<file path="src/design/prefetch_pkg.sv">
// Shared types for the memory read prefetcher
// Holds the FIFO count update mode and the burst controller states
// Modules take these by a wildcard import in their body

`default_nettype none

package prefetch_pkg;

    // ------------------------------------------------------------------------
    // FIFO count update mode
    // ------------------------------------------------------------------------
    // TIMING registers count updates, LATENCY takes them combinationally
    typedef enum logic [0:0] {
        OPT_MODE_TIMING  = 1'b0,
        OPT_MODE_LATENCY = 1'b1
    } opt_mode_t;

    // ------------------------------------------------------------------------
    // Burst controller states
    // ------------------------------------------------------------------------
    typedef enum logic [1:0] {
        IDLE  = 2'd0,
        FETCH = 2'd1,
        DRAIN = 2'd2
    } ctrl_state_t;

endpackage : prefetch_pkg

`default_nettype wire

</file>
<file path="src/design/mem_rd_if.sv">
// Read request and response bundle of the prefetcher
// The controller drives requests, the memory pipe answers them
// and the FIFO write side takes the responses through the sink view

`timescale 1ns/1ps
`default_nettype none

interface mem_rd_if #(
    parameter int ADDR_WID = 6,
    parameter int DATA_WID = 32
);

    // Request side, no ready signal
    logic                req;
    logic [ADDR_WID-1:0] addr;

    // Response side, fixed latency after req
    logic                rsp_vld;
    logic [DATA_WID-1:0] rsp_data;

    // Burst controller
    modport ctrl (
        output req,
        output addr
    );

    // Memory read pipeline
    modport mem (
        input  req,
        input  addr,
        output rsp_vld,
        output rsp_data
    );

    // Consumer of responses
    modport sink (
        input  rsp_vld,
        input  rsp_data
    );

endinterface : mem_rd_if

`default_nettype wire

</file>
<file path="src/design/burst_counter.sv">
// Loadable down-counter for the burst controller
// Counts remaining reads during a fetch and the wait during drain

`timescale 1ns/1ps
`default_nettype none

module burst_counter #(
    parameter int WID = 8
) (
    input  logic           clk,
    input  logic           srst,
    input  logic           load,
    input  logic [WID-1:0] load_val,
    input  logic           dec,
    output logic           zero
);
    logic [WID-1:0] cnt;

    always_ff @(posedge clk) begin
        if (srst) begin
            cnt <= '0;
        end else if (load) begin
            cnt <= load_val;
        end else if (dec && (cnt != '0)) begin
            // Saturate at zero
            cnt <= cnt - 1'b1;
        end
    end

    assign zero = (cnt == '0);

    // The controller must stop issuing once the count has run out
    a_no_dec_at_zero : assert property (@(posedge clk) disable iff (srst)
        (dec && !load) |-> !zero)
        else $error("burst_counter: decrement at zero");

endmodule : burst_counter

`default_nettype wire

</file>
<file path="src/design/fifo_core.sv">
// Synchronous FIFO with a first-word-fall-through output register
// The count output covers the buffer plus the output register
// Writes into a full FIFO are dropped and flagged on oflow for a cycle,
// reads while empty are ignored

`timescale 1ns/1ps
`default_nettype none

module fifo_core #(
    parameter int                      DATA_WID    = 32,
    parameter int                      DEPTH       = 8,
    parameter prefetch_pkg::opt_mode_t WR_OPT_MODE = prefetch_pkg::OPT_MODE_TIMING,
    parameter prefetch_pkg::opt_mode_t RD_OPT_MODE = prefetch_pkg::OPT_MODE_TIMING
) (
    input  logic                         clk,
    input  logic                         srst,
    input  logic                         wr,
    input  logic [DATA_WID-1:0]          wr_data,
    input  logic                         rd,
    output logic [$clog2(DEPTH+2)-1:0]   count,
    output logic                         rd_vld,
    output logic [DATA_WID-1:0]          rd_data,
    output logic                         oflow
);
    import prefetch_pkg::*;

    localparam int PTR_WID   = $clog2(DEPTH);
    localparam int MEM_DEPTH = 2**PTR_WID;
    localparam int CNT_WID   = $clog2(DEPTH+2);

    logic [DATA_WID-1:0] mem [MEM_DEPTH];
    // Extra pointer bit tells full from empty
    logic [PTR_WID:0]    wr_ptr;
    logic [PTR_WID:0]    wr_ptr_q;
    logic [PTR_WID:0]    wr_ptr_vis;
    logic [PTR_WID:0]    rd_ptr;
    logic [CNT_WID-1:0]  level;
    logic                wr_ok;
    logic                rd_ok;
    logic                buf_avail;
    logic                load_out;

    // ------------------------------------------------------------------------
    // Accept logic
    // ------------------------------------------------------------------------
    // Underflow protection, pop only a valid head
    assign rd_ok = rd && rd_vld;

    // Write side view of the fill level
    // LATENCY mode lets a pop free its slot in the same cycle
    assign count = (RD_OPT_MODE == OPT_MODE_TIMING) ? level : level - CNT_WID'(rd_ok);

    // Overflow protection
    assign wr_ok = wr && (count < CNT_WID'(DEPTH));

    // Write pointer as seen by the read side
    // TIMING adds one register stage before a new word shows up
    assign wr_ptr_vis = (WR_OPT_MODE == OPT_MODE_TIMING) ? wr_ptr_q : wr_ptr;
    assign buf_avail  = (wr_ptr_vis != rd_ptr);

    // Refill the output register when empty or being popped
    assign load_out = buf_avail && (!rd_vld || rd_ok);

    // ------------------------------------------------------------------------
    // Storage
    // ------------------------------------------------------------------------
    always_ff @(posedge clk) begin
        if (wr_ok) begin
            mem[wr_ptr[PTR_WID-1:0]] <= wr_data;
        end
        if (load_out) begin
            rd_data <= mem[rd_ptr[PTR_WID-1:0]];
        end
    end

    // ------------------------------------------------------------------------
    // Pointers, level and flags
    // ------------------------------------------------------------------------
    always_ff @(posedge clk) begin
        if (srst) begin
            wr_ptr   <= '0;
            wr_ptr_q <= '0;
            rd_ptr   <= '0;
            level    <= '0;
            rd_vld   <= 1'b0;
            oflow    <= 1'b0;
        end else begin
            wr_ptr_q <= wr_ptr;
            if (wr_ok) begin
                wr_ptr <= wr_ptr + 1'b1;
            end
            if (load_out) begin
                rd_ptr <= rd_ptr + 1'b1;
                rd_vld <= 1'b1;
            end else if (rd_ok) begin
                rd_vld <= 1'b0;
            end
            level <= level + CNT_WID'(wr_ok) - CNT_WID'(rd_ok);
            // Dropped write
            oflow <= wr && !wr_ok;
        end
    end

    // Head word must always be backed by the level register
    a_vld_needs_level : assert property (@(posedge clk) disable iff (srst)
        rd_vld |-> (level != '0))
        else $error("fifo_core: rd_vld high with zero count");

endmodule : fifo_core

`default_nettype wire

</file>
<file path="src/design/fifo_prefetch.sv">
// Prefetch buffer on top of fifo_core
// wr_rdy stays high while the FIFO has room for every read that may
// still be in flight, so writes landing up to PIPELINE_DEPTH cycles
// after wr_rdy falls are always accepted

`timescale 1ns/1ps
`default_nettype none

module fifo_prefetch #(
    parameter int                      DATA_WID       = 32,
    parameter int                      PIPELINE_DEPTH = 3,
    parameter prefetch_pkg::opt_mode_t WR_OPT_MODE    = prefetch_pkg::OPT_MODE_TIMING,
    parameter prefetch_pkg::opt_mode_t RD_OPT_MODE    = prefetch_pkg::OPT_MODE_TIMING
) (
    input  logic                clk,
    input  logic                srst,
    input  logic                wr,
    input  logic [DATA_WID-1:0] wr_data,
    output logic                wr_rdy,
    input  logic                rd,
    output logic                rd_vld,
    output logic [DATA_WID-1:0] rd_data,
    output logic                oflow
);
    import prefetch_pkg::*;

    // ------------------------------------------------------------------------
    // Sizing
    // ------------------------------------------------------------------------
    // Write to head, count register plus output register in TIMING mode
    localparam int WR_TO_EMPTY_LATENCY = (WR_OPT_MODE == OPT_MODE_TIMING) ? 2 : 1;
    // Pop to freed slot
    localparam int RD_TO_FULL_LATENCY  = (RD_OPT_MODE == OPT_MODE_TIMING) ? 1 : 0;
    localparam int DEPTH = PIPELINE_DEPTH * 2 + 1 + WR_TO_EMPTY_LATENCY + RD_TO_FULL_LATENCY;
    localparam int CNT_WID = $clog2(DEPTH+2);
    localparam int RSV_WID = $clog2(PIPELINE_DEPTH+1);

    logic [CNT_WID-1:0]        count;
    // One bit per recent cycle, set where wr_rdy was high
    logic [PIPELINE_DEPTH-1:0] rdy_hist;
    logic [RSV_WID-1:0]        reserved;

    fifo_core #(
        .DATA_WID    (DATA_WID),
        .DEPTH       (DEPTH),
        .WR_OPT_MODE (WR_OPT_MODE),
        .RD_OPT_MODE (RD_OPT_MODE)
    ) u_fifo_core (
        .clk     (clk),
        .srst    (srst),
        .wr      (wr),
        .wr_data (wr_data),
        .rd      (rd),
        .count   (count),
        .rd_vld  (rd_vld),
        .rd_data (rd_data),
        .oflow   (oflow)
    );

    // ------------------------------------------------------------------------
    // In-flight reservation
    // ------------------------------------------------------------------------
    always_ff @(posedge clk) begin
        if (srst) begin
            rdy_hist <= '0;
        end else begin
            rdy_hist <= (rdy_hist << 1) | PIPELINE_DEPTH'(wr_rdy);
        end
    end

    // Each granted cycle may still deliver a word
    always_comb begin
        reserved = '0;
        for (int i = 0; i < PIPELINE_DEPTH; i++) begin
            reserved = reserved + RSV_WID'(rdy_hist[i]);
        end
    end

    // Registered permission, counts stored plus reserved slots
    always_ff @(posedge clk) begin
        if (srst) begin
            wr_rdy <= 1'b0;
        end else begin
            wr_rdy <= (int'(count) + int'(reserved)) < (DEPTH - 1);
        end
    end

    // Reservation must cover every late write from the read pipeline
    a_no_oflow : assert property (@(posedge clk) disable iff (srst) !oflow)
        else $error("fifo_prefetch: write dropped, reservation too small");

endmodule : fifo_prefetch

`default_nettype wire

</file>
<file path="src/design/mem_read_pipe.sv">
// Data memory with a host load port and a fixed-latency read path
// A request answers exactly PIPELINE_DEPTH cycles later, one read can
// start every cycle so several are in flight at once

`timescale 1ns/1ps
`default_nettype none

module mem_read_pipe #(
    parameter int ADDR_WID       = 6,
    parameter int DATA_WID       = 32,
    parameter int PIPELINE_DEPTH = 3
) (
    input  logic                clk,
    input  logic                srst,
    input  logic                load_en,
    input  logic [ADDR_WID-1:0] load_addr,
    input  logic [DATA_WID-1:0] load_data,
    mem_rd_if.mem               rd
);
    localparam int MEM_WORDS = 2**ADDR_WID;

    logic [DATA_WID-1:0]       mem [MEM_WORDS];
    logic [PIPELINE_DEPTH-1:0] stage_vld;
    logic [DATA_WID-1:0]       stage_data [PIPELINE_DEPTH];

    // Host load, only while the controller is idle
    always_ff @(posedge clk) begin
        if (load_en) begin
            mem[load_addr] <= load_data;
        end
    end

    // ------------------------------------------------------------------------
    // Read pipeline
    // ------------------------------------------------------------------------
    // First stage is the synchronous memory read
    always_ff @(posedge clk) begin
        if (rd.req) begin
            stage_data[0] <= mem[rd.addr];
        end
        for (int i = 1; i < PIPELINE_DEPTH; i++) begin
            stage_data[i] <= stage_data[i-1];
        end
    end

    // Valid bits travel alongside the data
    always_ff @(posedge clk) begin
        if (srst) begin
            stage_vld <= '0;
        end else begin
            stage_vld <= (stage_vld << 1) | PIPELINE_DEPTH'(rd.req);
        end
    end

    assign rd.rsp_vld  = stage_vld[PIPELINE_DEPTH-1];
    assign rd.rsp_data = stage_data[PIPELINE_DEPTH-1];

endmodule : mem_read_pipe

`default_nettype wire

</file>
<file path="src/design/prefetch_ctrl.sv">
// Burst controller of the read prefetcher
// Takes a start address and a word count, issues one read per cycle
// while the FIFO grants room, then waits for the pipeline to empty
// busy is high from the cycle after start until the last word is stored

`timescale 1ns/1ps
`default_nettype none

module prefetch_ctrl #(
    parameter int ADDR_WID       = 6,
    parameter int LEN_WID        = 8,
    parameter int PIPELINE_DEPTH = 3
) (
    input  logic                clk,
    input  logic                srst,
    input  logic                start,
    input  logic [ADDR_WID-1:0] start_addr,
    input  logic [LEN_WID-1:0]  length,
    input  logic                wr_rdy,
    output logic                busy,
    mem_rd_if.ctrl              rd,
    output logic                cnt_load,
    output logic [LEN_WID-1:0]  cnt_load_val,
    output logic                cnt_dec,
    input  logic                cnt_zero
);
    import prefetch_pkg::*;

    // Two cycles pass between the last read and the start of the wait,
    // so busy falls PIPELINE_DEPTH+1 cycles after the last read
    localparam int DRAIN_WAIT = (PIPELINE_DEPTH > 2) ? PIPELINE_DEPTH - 2 : 0;

    ctrl_state_t         state;
    ctrl_state_t         state_nxt;
    logic [ADDR_WID-1:0] addr_q;
    logic                issue;

    assign busy    = (state != IDLE);
    assign issue   = (state == FETCH) && wr_rdy && !cnt_zero;
    assign rd.req  = issue;
    assign rd.addr = addr_q;

    // ------------------------------------------------------------------------
    // Next state and counter control
    // ------------------------------------------------------------------------
    always_comb begin
        state_nxt    = state;
        cnt_load     = 1'b0;
        cnt_load_val = length;
        cnt_dec      = 1'b0;
        unique case (state)
            IDLE: begin
                if (start) begin
                    cnt_load = 1'b1;
                    // Nothing to read, skip to the wait
                    if (length == '0) begin
                        cnt_load_val = LEN_WID'(DRAIN_WAIT);
                        state_nxt    = DRAIN;
                    end else begin
                        state_nxt = FETCH;
                    end
                end
            end
            FETCH: begin
                cnt_dec = issue;
                if (cnt_zero) begin
                    cnt_load     = 1'b1;
                    cnt_load_val = LEN_WID'(DRAIN_WAIT);
                    state_nxt    = DRAIN;
                end
            end
            DRAIN: begin
                cnt_dec = !cnt_zero;
                if (cnt_zero) begin
                    state_nxt = IDLE;
                end
            end
            default: state_nxt = IDLE;
        endcase
    end

    always_ff @(posedge clk) begin
        if (srst) begin
            state <= IDLE;
        end else begin
            state <= state_nxt;
        end
    end

    // Address wraps naturally at the memory size
    always_ff @(posedge clk) begin
        if ((state == IDLE) && start) begin
            addr_q <= start_addr;
        end else if (issue) begin
            addr_q <= addr_q + 1'b1;
        end
    end

    // Host must wait for busy to fall before the next command
    a_start_when_idle : assert property (@(posedge clk) disable iff (srst)
        busy |-> !start)
        else $error("prefetch_ctrl: start while busy");

endmodule : prefetch_ctrl

`default_nettype wire

</file>
<file path="src/design/read_prefetcher.sv">
// Top level of the memory read prefetcher
// The host loads the memory, then starts a burst with an address and
// a word count; the words come out in address order on out_vld/out_data
// and are popped with out_rd

`timescale 1ns/1ps
`default_nettype none

module read_prefetcher #(
    parameter int                      DATA_WID       = 32,
    parameter int                      ADDR_WID       = 6,
    parameter int                      LEN_WID        = 8,
    parameter int                      PIPELINE_DEPTH = 3,
    parameter prefetch_pkg::opt_mode_t OPT_MODE       = prefetch_pkg::OPT_MODE_TIMING
) (
    input  logic                clk,
    input  logic                srst,
    // Load port
    input  logic                load_en,
    input  logic [ADDR_WID-1:0] load_addr,
    input  logic [DATA_WID-1:0] load_data,
    // Burst command
    input  logic                start,
    input  logic [ADDR_WID-1:0] start_addr,
    input  logic [LEN_WID-1:0]  length,
    output logic                busy,
    // Consumer side
    output logic                out_vld,
    output logic [DATA_WID-1:0] out_data,
    input  logic                out_rd,
    output logic                oflow
);
    logic               wr_rdy;
    logic               cnt_load;
    logic [LEN_WID-1:0] cnt_load_val;
    logic               cnt_dec;
    logic               cnt_zero;

    mem_rd_if #(.ADDR_WID(ADDR_WID), .DATA_WID(DATA_WID)) rd_if ();

    prefetch_ctrl #(
        .ADDR_WID       (ADDR_WID),
        .LEN_WID        (LEN_WID),
        .PIPELINE_DEPTH (PIPELINE_DEPTH)
    ) u_ctrl (
        .clk          (clk),
        .srst         (srst),
        .start        (start),
        .start_addr   (start_addr),
        .length       (length),
        .wr_rdy       (wr_rdy),
        .busy         (busy),
        .rd           (rd_if.ctrl),
        .cnt_load     (cnt_load),
        .cnt_load_val (cnt_load_val),
        .cnt_dec      (cnt_dec),
        .cnt_zero     (cnt_zero)
    );

    burst_counter #(.WID(LEN_WID)) u_counter (
        .clk      (clk),
        .srst     (srst),
        .load     (cnt_load),
        .load_val (cnt_load_val),
        .dec      (cnt_dec),
        .zero     (cnt_zero)
    );

    mem_read_pipe #(
        .ADDR_WID       (ADDR_WID),
        .DATA_WID       (DATA_WID),
        .PIPELINE_DEPTH (PIPELINE_DEPTH)
    ) u_mem (
        .clk       (clk),
        .srst      (srst),
        .load_en   (load_en),
        .load_addr (load_addr),
        .load_data (load_data),
        .rd        (rd_if.mem)
    );

    // Responses feed the FIFO write side directly
    fifo_prefetch #(
        .DATA_WID       (DATA_WID),
        .PIPELINE_DEPTH (PIPELINE_DEPTH),
        .WR_OPT_MODE    (OPT_MODE),
        .RD_OPT_MODE    (OPT_MODE)
    ) u_fifo (
        .clk     (clk),
        .srst    (srst),
        .wr      (rd_if.rsp_vld),
        .wr_data (rd_if.rsp_data),
        .wr_rdy  (wr_rdy),
        .rd      (out_rd),
        .rd_vld  (out_vld),
        .rd_data (out_data),
        .oflow   (oflow)
    );

endmodule : read_prefetcher

`default_nettype wire

</file>
<file path="config.mk">
export PLATFORM = sky130hd
export DESIGN_NAME = read_prefetcher
export DESIGN_NICKNAME = d
export VERILOG_FILES = /design/src/design/prefetch_pkg.sv /design/src/design/mem_rd_if.sv /design/src/design/burst_counter.sv /design/src/design/fifo_core.sv /design/src/design/fifo_prefetch.sv /design/src/design/mem_read_pipe.sv /design/src/design/prefetch_ctrl.sv /design/src/design/read_prefetcher.sv
export SDC_FILE = /design/constraint.sdc
export NUM_CORES = 2
export LEC_CHECK = 0
export ABC_AREA = 1
export BUFFER_PORTS_ARGS = -buffer_cell sky130_fd_sc_hd__buf_2
export CELL_PAD_IN_SITES_DETAIL_PLACEMENT = 0
export CELL_PAD_IN_SITES_GLOBAL_PLACEMENT = 1
export CORE_MARGIN = 4
export CORE_UTILIZATION = 45
export CTS_CLUSTER_SIZE = 40
export DETAILED_ROUTE_END_ITERATION = 12
export HOLD_SLACK_MARGIN = 0.15
export PLACE_DENSITY_LB_ADDON = 0.1
export SLEW_MARGIN = 15
export SYNTH_ARGS = -nofsm -noshare
export SYNTH_HDL_FRONTEND = slang
export SYNTH_SLANG_ARGS = --single-unit
</file>
<file path="constraint.sdc">
create_clock -name clk -period 4.6 [get_ports clk]
set_input_delay 0.23 -clock clk [delete_from_list [all_inputs] [get_ports clk]]
set_output_delay 0.23 -clock clk [all_outputs]
set_load 0.1 [all_outputs]
</file>
==> run metrics <==
die area 0.247 sq mm; dpl ws 1.14 ns; end of the worst register-to-register path u_mem.stage_data[0][22]; Root Buffer Master clkbuf_16; wire length per cell 26.2 microns; worst-margin pin slew 1.14 ns; R2R depth 11; Crit. End Element register; Critical Path, Cell by Cell inv_16 > buf_12 > buf_4 > nand2_1 > nand3_1 > nand3_1 > nand3_1 > nand3_1 > nand2_1 > nand2_1 > nand2_1; crit path setup slack, layout 1.12 ns; maximum vdd drop 0.633 mV; Boundary Pins 92; clk slew on worst S/H paths 0.06 ns; most frequent cell after synthesis edfxtp_1; Ys Warns 0; Final nets 8,930; Post-Layout Cell Count 12,300; main combinational cell family by area after synthesis simple AND/OR/NAND/NOR gates; critical path type register to register; worst clock skew 0.0581 ns; DRC 0; Critical Path Start Type register; Die H 497 microns; Crit path max-delay family simple AND/OR/NAND/NOR gates; Final Wtd Congestion 0.801; gr usage total 0.255; clk buf depth 4; Highest Clock Rate 288 MHz; min-delay worst type primary input to register; period utilization 0.756; final setup TNS 0 ns; Crit path arrival time 4.28 ns; Synth area leaders edfxtp_1 (73%), nand3_1 (9.1%), nand2_1 (8.4%); Synth top area share 0.733; top cells by count, synth edfxtp_1 (2,630), nand2_1 (2,412), nand3_1 (1,968); maxcap violations 0; routed wire length 322,000 microns; syn_area_per_cell 12.4 sq um; P&R area growth vs syn 13.7%; area post-placement 0.113 sq mm; fin util 0.515; CTS tree yes; vias in the first global route 66,100; status finished clean; adder-cell share of the synthesized area 0.00276; CP Buf/Inv Count 3; Final HPWL DP 174,000 microns; area occupied by multi-input gates 0.0243 sq mm; largest net degree at the start of global routing 146; standard-cell rows 179; placed cells 11,600; post-synthesis simple-gate area fraction 0.194; post-route ant nets 0; Synth Area in Compound Gates 0.0215; number of fill cells 20,400; RSZ-0062 raised after global routing no; antenna violations before repair 13; later-pin clock latency in the skew report 0.95 ns; #FFs+latches synth 2,738; Async SR Flop Fraction 0; total number of vias 68,900; flop2flop setup slack 1.12 ns; Iter 0 DRT Violations 7,081; total CTS buffers 309; fin crit period 3.48 ns; Post-Syn Instances 8,691; CTS sink cnt 2,738; total grt overflow 0; Synth Flop Type edfxtp_1; WP depth 11; Initial Util 0.453; final instance area 0.123 sq mm; # setup viols final 0; max incr delay on CP 0.50 ns; Syn Std Cell Area 0.108 sq mm; Final Hold Viols 0; sequential fraction of the synthesis area 0.753; drt via density 5.62; first-pass GRT wire length 466,000 microns; H-tree levels 5; worst hold slack 0.213 ns; WP data required 5.40 ns; area share of xor/xnor cells in the synthesized design 0.00114; post_cts resized 0; slew margin rel. 0.237; Tot Pwr 76.3 mW; Core ar. 0.238 sq mm; multiplexer share of the synthesized area 0; Post-synth EDFFs 2,630; PwrDens 622 mW/mm^2; DIE WIDTH 497 microns; cell leakage power 42.7 nW; Register Area 0.0812 sq mm; input/output buffers 91; Netlist cell types 30; critical path endpoint u_mem.stage_data[0][22]; cell taking the most area after synthesis edfxtp_1; Syn Nets 8,770; layout cells sized above 1 0.0930; DR pass1 iterations 8; worst-path maximum fanout 145; CP max stage cell dfxtp_4; Final Max Tran Viols 0
==> layout make-up <==
type / count / share of cell area
antenna: 7 / 0.000143
inverter: 65 / 0.00234
sequential: 2738 / 0.662
clock buffer: 419 / 0.0690
tap: 3167 / 0.0323
timing repair buffer: 404 / 0.0283
multi-input combinational: 5333 / 0.198
clock inverter: 117 / 0.00764
==> report_power, final <==
part | internal [mW] | switching (mW)
sequential | 28.3 | 0.891
clock | 13.7 | 9.55
combinational | 6.13 | 17.7
total | 48.1 | 28.2
==> layout by cell type, fill, tap and decap left out, drive strengths merged <==
master / instances
xnor2: 4
dlygate4sd3: 59
nand3: 1968
clkbuf: 419
clkinv: 95
buf: 345
a21oi: 15
a31oi: 3
a21o: 1
nand4: 10
nand2: 2414
nor3: 1
a211oi: 2
clkinvlp: 5
inv: 67
nor4: 8
fa: 3
o211ai: 65
xor2: 10
nor2: 515
ha: 19
o21ai: 231
bufinv: 15
dfxtp: 108
edfxtp: 2630
diode: 7
o32ai: 64
==> cells by family (layout without fill, tap and decap cells) <==
logic type | count (synthesis) | in the layout
AOI/OAI and AO/OA | 381 | 381
and+or+nand+nor | 4916 | 4916
other | 0 | 7
buffers and inverters | 620 | 1005
adders and majority gates | 22 | 22
xor gates and xnor gates | 14 | 14
DFF | 2738 | 2738
==> worst min path at each step <==
stage,startpoint,endpoint,cells past startpoint
finish,start_addr[4],u_ctrl.rd.addr[4],4
global route,load_data[2],u_mem.mem[37][2],2
CTS,start_addr[4],u_ctrl.rd.addr[4],4
detailed placement,u_mem.stage_data[0][35],u_mem.stage_data[0][67],0
global placement,u_mem.stage_data[0][39],u_mem.stage_data[0][71],0
floorplan,u_mem.stage_data[0][32],u_mem.stage_data[0][64],0
==> sequential cells by signal, summed over array words and instances (netlist names), named ones only <==
signal	count
u_mem.stage_vld	3
u_fifo.wr_rdy	1
u_fifo.u_fifo_core.rd_ptr	5
u_mem.mem	2048
u_fifo.u_fifo_core.mem	512
u_fifo.u_fifo_core.count	4
u_fifo.u_fifo_core.oflow	1
u_fifo.u_fifo_core.rd_vld	1
u_mem.stage_data	96
u_fifo.u_fifo_core.wr_ptr_q	5
u_ctrl.state	2
u_counter.cnt	8
u_fifo.rdy_hist	3
u_fifo.u_fifo_core.rd_data	32
u_fifo.u_fifo_core.wr_ptr	5
u_ctrl.rd.addr	6
==> repair_timing <==
action                                   CTS  global route
endpoints found under the setup margin     0             0
buffers inserted                           0             0
hold buffers                              59             0
hold endpoints to repair                1889             0
==> routing by layer <==
layer,global-route usage,vias up,wire (microns)
met5,0,-,13
met2,0.412,2348,152000
met3,0.0401,460,21600
li1,-,31400,-
met1,0.360,34600,139000
met4,0.0729,2,8790
==> worst min-delay path: stages <==
cell	delay, ns
dlygate4sd3_1	0.52
buf_2	0.10
nand2_1	0.04
o21ai_0	0.09
No activity file was read; power rests on OpenSTA's default activity.
